==> config.mk <==
export PLATFORM = sky130hd
export DESIGN_NAME = obi_mux
export DESIGN_NICKNAME = d
export VERILOG_FILES = /design/src/source/obi_mux_pkg.sv /design/src/source/obi_rr_arbiter.sv /design/src/source/id_ecc_fifo.sv /design/src/source/obi_rsp_router.sv /design/src/source/obi_mux.sv
export VERILOG_INCLUDE_DIRS = /design/src /design/src/source
export SDC_FILE = /design/constraint.sdc
export NUM_CORES = 1
export LEC_CHECK = 0
export ABC_AREA = 1
export BUFFER_PORTS_ARGS = -buffer_cell sky130_fd_sc_hd__buf_2
export CAP_MARGIN = 20
export CORE_AREA = 2 2 206 208
export DETAILED_ROUTE_END_ITERATION = 12
export DIE_AREA = 0 0 208 210
export HOLD_SLACK_MARGIN = 0.15
export PLACE_DENSITY = 0.36
export SYNTH_ARGS = -nofsm -noshare
export SYNTH_HDL_FRONTEND = slang
export SYNTH_SLANG_ARGS = --single-unit
==> constraint.sdc <==
create_clock -name clk_i -period 3.7 [get_ports clk_i]
set_input_delay 0.37 -clock clk_i [delete_from_list [all_inputs] [get_ports clk_i]]
set_output_delay 0.37 -clock clk_i [all_outputs]
set_load 0.05 [all_outputs]
==> src/source/obi_mux_cfg.svh <==
/*
 * Build-time sizes of the OBI multiplexer. OBI_IDX_WIDTH must be clog2 of
 * OBI_NUM_PORTS, and the Hsiao columns in the package assume 2 index bits
 * with 4 check bits.
 */
`ifndef OBI_MUX_CFG_SVH
`define OBI_MUX_CFG_SVH

// Bus widths of the A and R channels.
`define OBI_ADDR_WIDTH 32
`define OBI_DATA_WIDTH 32

// Subordinate ports merged onto the single manager port.
`define OBI_NUM_PORTS 4
`define OBI_IDX_WIDTH 2

// Hsiao SEC-DED check bits that protect each stored port index.
`define OBI_IDX_ECC_WIDTH 4

// Depth of the response routing FIFO, which bounds the outstanding transactions.
`define OBI_MAX_TRANS 4

`endif

==> src/source/obi_mux_pkg.sv <==
/*
 * Channel types and the Hsiao SEC-DED code for the stored port index.
 * The data columns are fixed for a 2-bit index and 4 check bits.
 */
`default_nettype none
`include "obi_mux_cfg.svh"

package obi_mux_pkg;

  localparam int unsigned idx_code_width = `OBI_IDX_WIDTH + `OBI_IDX_ECC_WIDTH;

  // Odd-weight columns of the check matrix for the index bits, weight 3.
  localparam logic [`OBI_IDX_WIDTH-1:0][`OBI_IDX_ECC_WIDTH-1:0] hsiao_data_cols = {
    4'b1011,
    4'b0111
  };

  typedef struct packed {
    logic [`OBI_ADDR_WIDTH-1:0]   addr;
    logic [`OBI_DATA_WIDTH-1:0]   wdata;
    logic                         we;
    logic [`OBI_DATA_WIDTH/8-1:0] be;
  } obi_a_chan_t;

  typedef struct packed {
    logic [`OBI_DATA_WIDTH-1:0] rdata;
    logic                       err;
  } obi_r_chan_t;

  typedef struct packed {
    logic        req;
    obi_a_chan_t a;
  } obi_req_t;

  typedef struct packed {
    logic        gnt;
    logic        rvalid;
    obi_r_chan_t r;
  } obi_rsp_t;

  typedef struct packed {
    logic [`OBI_IDX_ECC_WIDTH-1:0] check;
    logic [`OBI_IDX_WIDTH-1:0]     idx;
  } idx_code_fields_t;

  // The FIFO stores the raw word, the router decodes it field by field.
  typedef union packed {
    logic [idx_code_width-1:0] bits;
    idx_code_fields_t          field;
  } idx_code_t;

  function automatic idx_code_t hsiao_encode(input logic [`OBI_IDX_WIDTH-1:0] idx);
    idx_code_t code;
    code.field.idx   = idx;
    code.field.check = '0;
    for (int i = 0; i < `OBI_IDX_WIDTH; i++) begin
      if (idx[i]) begin
        code.field.check = code.field.check ^ hsiao_data_cols[i];
      end
    end
    return code;
  endfunction

  // Zero for a clean word, a data column for a flipped index bit, weight 1 for a check bit.
  function automatic logic [`OBI_IDX_ECC_WIDTH-1:0] hsiao_syndrome(input idx_code_t code);
    idx_code_t expected;
    expected = hsiao_encode(code.field.idx);
    return expected.field.check ^ code.field.check;
  endfunction

endpackage

`default_nettype wire

==> src/source/obi_rr_arbiter.sv <==
/*
 * Round-robin arbiter with lock-in. A subordinate must hold req and its A channel
 * until granted. The manager req is withheld while the routing FIFO is full.
 */
`timescale 1ns/100ps
`default_nettype none
`include "obi_mux_cfg.svh"

module obi_rr_arbiter (
  input  logic                                       clk_i,
  input  logic                                       rst_n_i,
  input  obi_mux_pkg::obi_req_t [`OBI_NUM_PORTS-1:0] sbr_req_i,
  output logic [`OBI_NUM_PORTS-1:0]                  sbr_gnt_o,
  input  logic                                       fifo_full_i,
  input  logic                                       mgr_gnt_i,
  output obi_mux_pkg::obi_req_t                      mgr_req_o,
  output logic [`OBI_IDX_WIDTH-1:0]                  sel_idx_o
);

  localparam logic [`OBI_IDX_WIDTH-1:0] last_idx = `OBI_IDX_WIDTH'(`OBI_NUM_PORTS - 1);

  logic [`OBI_NUM_PORTS-1:0] req_vec;
  logic [`OBI_IDX_WIDTH-1:0] rr_ptr_q;
  logic [`OBI_IDX_WIDTH-1:0] lock_idx_q;
  logic                      lock_q;
  logic [`OBI_IDX_WIDTH-1:0] search_idx;
  logic                      search_hit;
  logic [`OBI_IDX_WIDTH-1:0] sel_idx;
  logic [`OBI_IDX_WIDTH-1:0] next_ptr;
  logic                      sel_valid;
  logic                      handshake;

  always_comb begin
    for (int i = 0; i < `OBI_NUM_PORTS; i++) begin
      req_vec[i] = sbr_req_i[i].req;
    end
  end

  // Scan the ports starting at the priority pointer and wrap around once.
  always_comb begin : proc_search
    int unsigned cand;
    search_idx = rr_ptr_q;
    search_hit = 1'b0;
    for (int unsigned off = 0; off < `OBI_NUM_PORTS; off++) begin
      cand = rr_ptr_q + off;
      if (cand >= `OBI_NUM_PORTS) begin
        cand = cand - `OBI_NUM_PORTS;
      end
      if (!search_hit && req_vec[cand]) begin
        search_hit = 1'b1;
        search_idx = cand[`OBI_IDX_WIDTH-1:0];
      end
    end
  end

  // A pending choice stays put until its grant arrives.
  assign sel_idx   = lock_q ? lock_idx_q : search_idx;
  assign sel_valid = lock_q ? req_vec[lock_idx_q] : search_hit;
  assign sel_idx_o = sel_idx;

  assign mgr_req_o.req = sel_valid & ~fifo_full_i;
  assign mgr_req_o.a   = sbr_req_i[sel_idx].a;
  assign handshake     = mgr_req_o.req & mgr_gnt_i;

  always_comb begin
    sbr_gnt_o          = '0;
    sbr_gnt_o[sel_idx] = handshake;
  end

  assign next_ptr = (sel_idx == last_idx) ? '0 : sel_idx + 1'b1;

  always_ff @(posedge clk_i or negedge rst_n_i) begin
    if (!rst_n_i) begin
      rr_ptr_q   <= '0;
      lock_q     <= 1'b0;
      lock_idx_q <= '0;
    end else if (handshake) begin
      rr_ptr_q <= next_ptr;
      lock_q   <= 1'b0;
    end else if (sel_valid) begin
      // Also holds while the FIFO is full, so the A channel stays stable.
      lock_q     <= 1'b1;
      lock_idx_q <= sel_idx;
    end else begin
      lock_q <= 1'b0;
    end
  end

endmodule

`default_nettype wire

==> src/source/id_ecc_fifo.sv <==
/*
 * In-order FIFO of Hsiao-encoded port indices, depth OBI_MAX_TRANS.
 * A push while full and a pop while empty are ignored. The head reads as
 * the all-zero codeword while the FIFO is empty.
 */
`timescale 1ns/100ps
`default_nettype none
`include "obi_mux_cfg.svh"

module id_ecc_fifo (
  input  logic                      clk_i,
  input  logic                      rst_n_i,
  input  logic                      push_i,
  input  logic [`OBI_IDX_WIDTH-1:0] idx_i,
  input  logic                      pop_i,
  output logic                      full_o,
  output logic                      empty_o,
  output obi_mux_pkg::idx_code_t    head_o
);

  import obi_mux_pkg::*;

  localparam int unsigned ptr_width = (`OBI_MAX_TRANS > 1) ? $clog2(`OBI_MAX_TRANS) : 1;
  localparam int unsigned cnt_width = $clog2(`OBI_MAX_TRANS + 1);
  localparam logic [ptr_width-1:0] last_slot = ptr_width'(`OBI_MAX_TRANS - 1);
  localparam logic [cnt_width-1:0] max_count = cnt_width'(`OBI_MAX_TRANS);

  logic [idx_code_width-1:0] mem_q [`OBI_MAX_TRANS];
  logic [ptr_width-1:0]      wr_ptr_q;
  logic [ptr_width-1:0]      rd_ptr_q;
  logic [cnt_width-1:0]      count_q;
  idx_code_t                 wr_code;
  logic                      do_push;
  logic                      do_pop;

  assign full_o  = (count_q == max_count);
  assign empty_o = (count_q == '0);

  assign do_push = push_i & ~full_o;
  assign do_pop  = pop_i & ~empty_o;

  assign wr_code = hsiao_encode(idx_i);

  always_ff @(posedge clk_i) begin
    if (do_push) begin
      mem_q[wr_ptr_q] <= wr_code.bits;
    end
  end

  always_ff @(posedge clk_i or negedge rst_n_i) begin
    if (!rst_n_i) begin
      wr_ptr_q <= '0;
    end else if (do_push) begin
      wr_ptr_q <= (wr_ptr_q == last_slot) ? '0 : wr_ptr_q + 1'b1;
    end
  end

  always_ff @(posedge clk_i or negedge rst_n_i) begin
    if (!rst_n_i) begin
      rd_ptr_q <= '0;
    end else if (do_pop) begin
      rd_ptr_q <= (rd_ptr_q == last_slot) ? '0 : rd_ptr_q + 1'b1;
    end
  end

  // A push and a pop in the same cycle leave the count unchanged.
  always_ff @(posedge clk_i or negedge rst_n_i) begin
    if (!rst_n_i) begin
      count_q <= '0;
    end else begin
      case ({do_push, do_pop})
        2'b10: count_q <= count_q + 1'b1;
        2'b01: count_q <= count_q - 1'b1;
        default: count_q <= count_q;
      endcase
    end
  end

  always_comb begin
    if (empty_o) begin
      head_o.bits = '0;
    end else begin
      head_o.bits = mem_q[rd_ptr_q];
    end
  end

endmodule

`default_nettype wire

==> src/source/obi_rsp_router.sv <==
/*
 * Steers each manager response to the port named by the FIFO head.
 * A response with an uncorrectable index, or with no entry in the FIFO, is
 * dropped and flagged on fault_o[1].
 */
`timescale 1ns/100ps
`default_nettype none
`include "obi_mux_cfg.svh"

module obi_rsp_router (
  input  obi_mux_pkg::idx_code_t    head_i,
  input  logic                      empty_i,
  input  obi_mux_pkg::obi_rsp_t     mgr_rsp_i,
  output logic [`OBI_NUM_PORTS-1:0] sbr_rvalid_o,
  output obi_mux_pkg::obi_r_chan_t  sbr_r_o,
  output logic                      pop_o,
  output logic [1:0]                fault_o
);

  import obi_mux_pkg::*;

  logic [`OBI_IDX_ECC_WIDTH-1:0] syndrome;
  logic [`OBI_IDX_WIDTH-1:0]     corr_idx;
  logic                          single_err;
  logic                          double_err;
  logic                          rsp_ok;

  assign syndrome = hsiao_syndrome(head_i);

  always_comb begin
    corr_idx   = head_i.field.idx;
    single_err = 1'b0;
    double_err = 1'b0;
    if (syndrome != '0) begin
      if ($countones(syndrome) == 1) begin
        // Flipped check bit, the index itself is intact.
        single_err = 1'b1;
      end else begin
        double_err = 1'b1;
        for (int i = 0; i < `OBI_IDX_WIDTH; i++) begin
          if (syndrome == hsiao_data_cols[i]) begin
            corr_idx[i] = ~corr_idx[i];
            single_err  = 1'b1;
            double_err  = 1'b0;
          end
        end
      end
    end
  end

  // Every manager response retires one FIFO entry.
  assign pop_o   = mgr_rsp_i.rvalid;
  assign sbr_r_o = mgr_rsp_i.r;

  assign rsp_ok = mgr_rsp_i.rvalid & ~empty_i & ~double_err;

  always_comb begin
    sbr_rvalid_o           = '0;
    sbr_rvalid_o[corr_idx] = rsp_ok;
  end

  assign fault_o[0] = mgr_rsp_i.rvalid & ~empty_i & single_err;
  assign fault_o[1] = mgr_rsp_i.rvalid & (empty_i | double_err);

endmodule

`default_nettype wire

==> src/source/obi_mux.sv <==
/*
 * OBI multiplexer of OBI_NUM_PORTS subordinate ports onto one manager port.
 * The manager must answer in request order with one response per grant and
 * has no rready. fault_o is [1] uncorrectable, [0] corrected routing error.
 */
`timescale 1ns/100ps
`default_nettype none
`include "obi_mux_cfg.svh"

module obi_mux (
  input  logic                                       clk_i,
  input  logic                                       rst_n_i,
  input  obi_mux_pkg::obi_req_t [`OBI_NUM_PORTS-1:0] sbr_req_i,
  output obi_mux_pkg::obi_rsp_t [`OBI_NUM_PORTS-1:0] sbr_rsp_o,
  output obi_mux_pkg::obi_req_t                      mgr_req_o,
  input  obi_mux_pkg::obi_rsp_t                      mgr_rsp_i,
  output logic [1:0]                                 fault_o
);

  import obi_mux_pkg::*;

  logic [`OBI_NUM_PORTS-1:0] sbr_gnt;
  logic [`OBI_NUM_PORTS-1:0] sbr_rvalid;
  logic [`OBI_IDX_WIDTH-1:0] sel_idx;
  logic                      fifo_full;
  logic                      fifo_empty;
  logic                      push;
  logic                      pop;
  idx_code_t                 head_code;
  obi_r_chan_t               sbr_r;

  obi_rr_arbiter i_arbiter (
    .clk_i       ( clk_i         ),
    .rst_n_i     ( rst_n_i       ),
    .sbr_req_i   ( sbr_req_i     ),
    .sbr_gnt_o   ( sbr_gnt       ),
    .fifo_full_i ( fifo_full     ),
    .mgr_gnt_i   ( mgr_rsp_i.gnt ),
    .mgr_req_o   ( mgr_req_o     ),
    .sel_idx_o   ( sel_idx       )
  );

  // The index of the granted port is recorded on the accepted A handshake.
  assign push = mgr_req_o.req & mgr_rsp_i.gnt;

  id_ecc_fifo i_idx_fifo (
    .clk_i   ( clk_i      ),
    .rst_n_i ( rst_n_i    ),
    .push_i  ( push       ),
    .idx_i   ( sel_idx    ),
    .pop_i   ( pop        ),
    .full_o  ( fifo_full  ),
    .empty_o ( fifo_empty ),
    .head_o  ( head_code  )
  );

  obi_rsp_router i_router (
    .head_i       ( head_code  ),
    .empty_i      ( fifo_empty ),
    .mgr_rsp_i    ( mgr_rsp_i  ),
    .sbr_rvalid_o ( sbr_rvalid ),
    .sbr_r_o      ( sbr_r      ),
    .pop_o        ( pop        ),
    .fault_o      ( fault_o    )
  );

  // R channel goes to every port; only rvalid selects the receiver.
  always_comb begin
    for (int i = 0; i < `OBI_NUM_PORTS; i++) begin
      sbr_rsp_o[i].gnt    = sbr_gnt[i];
      sbr_rsp_o[i].rvalid = sbr_rvalid[i];
      sbr_rsp_o[i].r      = sbr_r;
    end
  end

endmodule

`default_nettype wire

* Word-level counts from Yosys, hierarchy flattened
Memories as Yosys holds them, arrays and structs flattened. Cells that the tools add are included.
Word-level totals: bits in registers 12, RAM bits 24, memories kept 1, output and inout port bits 212, input bits 317, word-level logic and storage cells 130
Cells by class: eq/ne operators 9, reduce and logical (&&, ||, !) cells 12, bitwise logic cells 19, multiplexer cells 55, $lt $le $gt $ge 13, add/sub/neg operators 15
Memories:
- i_idx_fifo.mem_q | depth 4, bits a word 6, read ports 1, clocked after Yosys merged registers in 0, wr ports 1, line id_ecc_fifo.sv:28 | logic [idx_code_width-1:0] mem_q [`OBI_MAX_TRANS];
Operators with widths (number):
- 70-bit binary-select mux with 2-bit select | 1
- 32-bit by 3-bit < comparator with 1-bit output, second input constant | 4
- 32-bit 2-to-1 mux | 4
- 32-bit by 3-bit greater-or-equal comparator with 1-bit output, second input constant | 3
- 32-bit by 3-bit subtractor with 32-bit output, second input constant | 3
- 69-bit 2-to-1 mux | 1
- 32-bit adder | 1
- 32-bit by 2-bit equality test with 1-bit output, second input constant | 1
- 1-bit 2-to-1 mux | 26
- 2-bit 2-to-1 mux | 10
- 1-bit binary-select mux with 2-bit select | 5
- 2-bit by 3-bit < comparator with 1-bit output, second input constant | 3
- 4-bit AND | 2
- 2-bit equality test, second input constant | 4
- 4-bit 2-to-1 mux | 2
- 1-bit AND | 7
- 2-bit by 1-bit adder with 2-bit output, second input constant | 3
- 2-bit by 2-bit adder with 3-bit output, second input constant | 2
- 3-bit 2-to-1 mux | 2
- 6-bit 2-to-1 mux | 1
- 1-bit NOT | 6
- 2-bit NOT with 3-bit output | 2
- 3-bit case mux with 2 select lines | 1
- 1-bit logical AND | 5
- 19 further kinds | 24

* Longest topological paths before layout
depth after elaboration 20, depth in mapped cells 19, mapped depth without buffers 17

* Cells and area by module
Synthesis repeated with hierarchy kept, for this count alone.
Second synthesis, totals: cells, all modules 1137, area, all modules 6876.6 um^2
Modules (own cells, without submodules):
- obi_rr_arbiter | instances 1, sequential area each 125.1 um^2, cells each 824, area an instance 4461.8 um^2
- id_ecc_fifo | instances 1, sequential area each 535.5 um^2, cells each 110, area an instance 1019.7 um^2
- obi_mux | instances 1, sequential area each 0.0 um^2, cells each 101, area an instance 750.7 um^2
- obi_rsp_router | instances 1, sequential area each 0.0 um^2, cells each 102, area an instance 644.4 um^2

* Worst setup path after synthesis
OpenSTA, ideal clock, no wires.
path type reg-to-output, start point register i_arbiter.rr_ptr_q[1], end point output port sbr_rsp_o[139] (netlist bit), buffers on the path 2, cell stages (with the launch flop) 19, required time 3.330 ns, path slack 0.757 ns, data arrival time 2.573 ns, cells stage by stage dfrtp_1 -> buf_2 -> inv_2 -> nand2_1 -> nand2_1 -> nand2_1 -> nand2_2 -> nand3_1 -> nand2_1 -> inv_1 -> nand2_1 -> nand2_1 -> nand2_1 -> nand3_1 -> nand2_1 -> buf_2 -> ha_1 -> inv_1 -> nor2_1
RTL lines:
- from (decl) | line obi_rr_arbiter.sv:23 | logic [`OBI_IDX_WIDTH-1:0] rr_ptr_q;
- from (signal assigned) | line obi_rr_arbiter.sv:78 | rr_ptr_q <= next_ptr;
- to (decl) | line obi_mux.sv:14 | output obi_mux_pkg::obi_rsp_t [`OBI_NUM_PORTS-1:0] sbr_rsp_o,

==> results.txt <==
----------------------------------------------------
[Timing]
  Final critical path time including I/O delays and setup ... roughly 3.4 ns
  Unrepaired setup endpoints after global routing ... false
  Pin slew with the least headroom to its limit ... 0.649 ns
  Max frequency ... slightly below 300 MHz
  Max-slew violations ... 0
  Part of the cycle the worst path needs ... ~92%
  Worst Setup Slack, final ... about 0.29 ns
  Final setup TNS ... 0 ns
  Fin. Hold Viols ... 0
  Final setup vio count ... 0
  Clock Skews ... ~0.0047 ns
  Worst-case headroom to the max-slew limit ... 56.2%

[CTS]
  CTS Buf Count ... 3
  Clock tree from TritonCTS ... yes
  Clock latency of the later-clocked register in the worst-skew pair ... 0.26 ns
  Clock root buffer ... sky130_fd_sc_hd__clkbuf_16
  Post-CTS setup-driven buffer insertion count ... 0
  CTS Buffer Depth ... 2
  Clock-pin slew reported for the worst setup and hold paths after clock tree synthesis ... around 0.070 ns
  Total clock sinks ... 24
  Max H-tree Level ... 1

[Setup path]
  Worst r2r path cells ... 14
  WS Path Type ... flip-flop to output port
  Ordered cell list for the critical path ... inv_2 > nand2_1 > nand2_1 > nand2_1 > nand2_2 > nor2_4 > nand3_2 > nand2_1 > nand3_4 > nand2_4 > buf_12 > nand2_1 > nand2_1 > nand2_1 > nand2_1 > buf_2
  Crit end category ... output port
  Crit path arrival time ... 3.04 ns
  Maximum fanout encountered on the critical timing path ... around 60
  Flop2flop setup slack ... 1.00 ns
  Worst Setup Start Kind ... flip-flop
  Startpoint of the worst register-to-register path ... i_arbiter.rr_ptr_q[1]$_DFFE_PN0P_
  CP bufs+invs ... 3
  Most frequent cell on the critical path ... sky130_fd_sc_hd__nand2_1
  Highest cell delay on the worst timing path ... between 0.5 and 0.6 ns
  Slowest stage cell on the critical path ... sky130_fd_sc_hd__dfrtp_1
  Critical register-to-register path endpoint ... i_arbiter.rr_ptr_q[1]$_DFFE_PN0P_
  Category of cells accounting for the largest share of critical-path delay ... simple AND/OR/NAND/NOR gates
  Endpoint required time on the critical path ... roughly 3.3 ns

[Placed design]
  Setup Slack @ Placement ... around 0.45 ns
  Count of input and output buffers ... ~360
  Post-Place Cell Area ... slightly below 0.007 sq mm
  GP Congestion ... around 0.94
  HPWL after DPL ... roughly 20,000 microns

[Floorplanning]
  Overall die height ... approximately 210 microns
  Die Footprint ... 0.0437 sq mm
  Initial core utilization ... 13.3%
  Area of the core ... roughly 0.041 sq mm
  Row count ... 75
  Die X ... ~210 microns
  Count of boundary I/O pins ... between 500 and 600

[Routing]
  Residual DRC count ... 0
  Average routed wire per standard cell ... about 15 microns
  Post-route ant nets ... 0
  DR vias ... between 6,000 and 7,000
  Final WL ... 26,100 microns
  Router iterations before antenna repair ... 4
  Via/cell ratio ... around 3.8
  Number of DRC violations after detailed-routing iteration 0 ... 375

[Worst hold path]
  Worst hold endpoint ... i_arbiter.lock_q$_DFF_PN0_
  Number of stages on the worst hold path ... 2
  Hold wc startpoint ... mgr_rsp_i[34]
  Classification of the worst-slack hold path ... input pin to flip-flop

[Synthesis]
  Cells after Synth ... 1,044
  Portion of the post-synthesis area used by sequential elements ... a little under an eighth
  Synth unique cells ... 32
  Total of flip-flops plus latches after synthesis ... 24
  Mean cell area of the mapped netlist ... between 5 and 6 sq um
  Area share of the largest cell type after synthesis ... a little under two fifths
  Netlist area before placement ... 0.00553 sq mm
  Largest area contributor in the synthesized netlist ... sky130_fd_sc_hd__nand2_1
  YS warnings ... 0
  Post-Syn Nets ... around 1,400
  Synth top area cells ... sky130_fd_sc_hd__nand2_1, sky130_fd_sc_hd__buf_4, sky130_fd_sc_hd__nand3_1, sky130_fd_sc_hd__edfxtp_1, sky130_fd_sc_hd__dfrtp_1

[Global routing]
  Number of antenna violations at the first check in global routing ... 2
  Number of global-route vias before repair ... ~6,500
  Largest net degree at the start of global routing ... 135
  Wire length of the first global-routing pass ... approximately 39,000 microns
  Total global routing track utilization ... 11.2%
  Overall overflow remaining after global route ... 0

[Finish]
  Ratio of cells with drive above 1 in the final layout ... 32.0%
  Final net count ... between 1,500 and 2,000
  Final cell area excluding filler cells ... 0.00701 sq mm
  ANT cells ... 0
  Area added between synthesis and finish ... 26.8%

[Flow run]
  Maximum capacitance violations ... 0

[Outcome]
  Run status ... completed

----------------------------------------------------
[through the flow]
step,cells,hold slack (ns),util [%]
floorplan,1044,0.0744,-
global placement,1759,0.303,16.6
detailed placement,1759,0.299,16.6
CTS,1764,0.362,16.9
global route,1764,0.380,16.9
finish,1764,0.362,16.9
[layout by cell type, fill, tap and decap left out, types with 9 or more instances in the layout]
master                     netlist  layout
sky130_fd_sc_hd__nand2_1       559     556
sky130_fd_sc_hd__buf_2          28     360
sky130_fd_sc_hd__nand3_1       156     156
sky130_fd_sc_hd__inv_1          32      32
sky130_fd_sc_hd__nor2_1         22      22
sky130_fd_sc_hd__edfxtp_1       12      12
sky130_fd_sc_hd__dfrtp_1        12      11
sky130_fd_sc_hd__ha_1           10      10
sky130_fd_sc_hd__buf_12          0      10
sky130_fd_sc_hd__o21ai_0         9       9
[how the worst max path moves through the flow]
stage | startpoint | end | slack, ns | cells after the start
finish | i_arbiter.rr_ptr_q[1]$_DFFE_PN0P_ | mgr_req_o[63] | 0.29 | 16
global route | i_arbiter.rr_ptr_q[1]$_DFFE_PN0P_ | mgr_req_o[62] | 0.05 | 16
CTS | i_arbiter.rr_ptr_q[0]$_DFFE_PN0P_ | mgr_req_o[67] | 0.14 | 16
detailed placement | i_arbiter.rr_ptr_q[0]$_DFFE_PN0P_ | mgr_req_o[67] | 0.45 | 16
global placement | i_arbiter.rr_ptr_q[0]$_DFFE_PN0P_ | mgr_req_o[63] | 0.46 | 14
floorplan | i_arbiter.rr_ptr_q[1]$_DFFE_PN0P_ | sbr_rsp_o[139] | 0.76 | 18
[layer usage]
metal / wire (microns) / vias to the layer above / GRT usage [%]
li1: - / 3475 / -
met1: 11700 / 2994 / 15.0
met2: 11900 / 285 / 18.3
met3: 2130 / 30 / 2.95
met4: 300 / 4 / 1.66
met5: 20 / - / 0
[layout make-up]
class	instances	area, sq um
clock inverter	1	30.0
inverter	36	135
sequential	24	662
fill	5002	34500
timing repair buffer	374	2030
multi-input combinational	787	3400
clock buffer	3	75.1
tap	539	674
[cell usage after synthesis]
library cell	count
sky130_fd_sc_hd__nand4_2	1
sky130_fd_sc_hd__xor2_1	1
sky130_fd_sc_hd__dfrtp_1	12
sky130_fd_sc_hd__o311ai_0	1
sky130_fd_sc_hd__inv_2	3
sky130_fd_sc_hd__o211ai_1	1
sky130_fd_sc_hd__a21oi_1	6
sky130_fd_sc_hd__nand2_1	559
sky130_fd_sc_hd__nand3_2	2
sky130_fd_sc_hd__buf_6	11
sky130_fd_sc_hd__fa_1	1
sky130_fd_sc_hd__nor3_1	1
sky130_fd_sc_hd__inv_1	32
sky130_fd_sc_hd__buf_1	2
sky130_fd_sc_hd__nor2_4	1
sky130_fd_sc_hd__xnor2_1	3
sky130_fd_sc_hd__buf_4	136
sky130_fd_sc_hd__o21ai_1	1
sky130_fd_sc_hd__buf_2	28
sky130_fd_sc_hd__edfxtp_1	12
sky130_fd_sc_hd__or2_2	1
sky130_fd_sc_hd__o21ai_0	9
sky130_fd_sc_hd__nor2_1	22
sky130_fd_sc_hd__nand2_2	2
sky130_fd_sc_hd__ha_1	10
sky130_fd_sc_hd__clkinv_1	1
sky130_fd_sc_hd__nand3_1	156
sky130_fd_sc_hd__nand4_1	6
sky130_fd_sc_hd__conb_1	1
sky130_fd_sc_hd__a31oi_1	1
sky130_fd_sc_hd__o21ai_2	1
sky130_fd_sc_hd__clkbuf_1	20
[flip-flops by register name, indices dropped and copies added (netlist names)]
signal	count
i_idx_fifo.mem_q	12
i_idx_fifo.count_q	3
i_arbiter.lock_idx_q	2
i_arbiter.lock_q	1
i_idx_fifo.rd_ptr_q	2
i_arbiter.rr_ptr_q	2
i_idx_fifo.wr_ptr_q	2
[cell families after synthesis]
logic type | count (synthesis) | share of synthesized area (%)
XOR/XNOR | 4 | 0.634
adder cells (fa/ha/maj) | 11 | 2.63
AND/OR/NAND/NOR | 751 | 55.5
flip-flops | 24 | 12.0
AO/OA/AOI/OAI | 20 | 2.02
buffers and inverters | 233 | 27.2
other | 1 | 0.0679
[repair_timing]
item,CTS,global route
setup endpoints to repair,0,70
gates resized for setup,0,1
hold buffers,1,0
endpoints found under the hold margin,12,0
[worst reg2reg max path: stages (launching register included)]
cell and delay (ns):
sky130_fd_sc_hd__dfrtp_1 0.54, sky130_fd_sc_hd__inv_2 0.17, sky130_fd_sc_hd__nand2_1 0.09, sky130_fd_sc_hd__nand2_1 0.11
sky130_fd_sc_hd__nand2_1 0.10, sky130_fd_sc_hd__nand2_2 0.08, sky130_fd_sc_hd__nor2_4 0.15, sky130_fd_sc_hd__nand4_2 0.16
sky130_fd_sc_hd__nand2_1 0.11, sky130_fd_sc_hd__nand2_1 0.05, sky130_fd_sc_hd__nand3_1 0.11, sky130_fd_sc_hd__nand2_4 0.28
sky130_fd_sc_hd__ha_1 0.47, sky130_fd_sc_hd__nor2_1 0.13, sky130_fd_sc_hd__a21oi_1 0.05
Power is not shown: default switching activity piles up to over one toggle a cycle in this logic, so the estimate is an artifact.
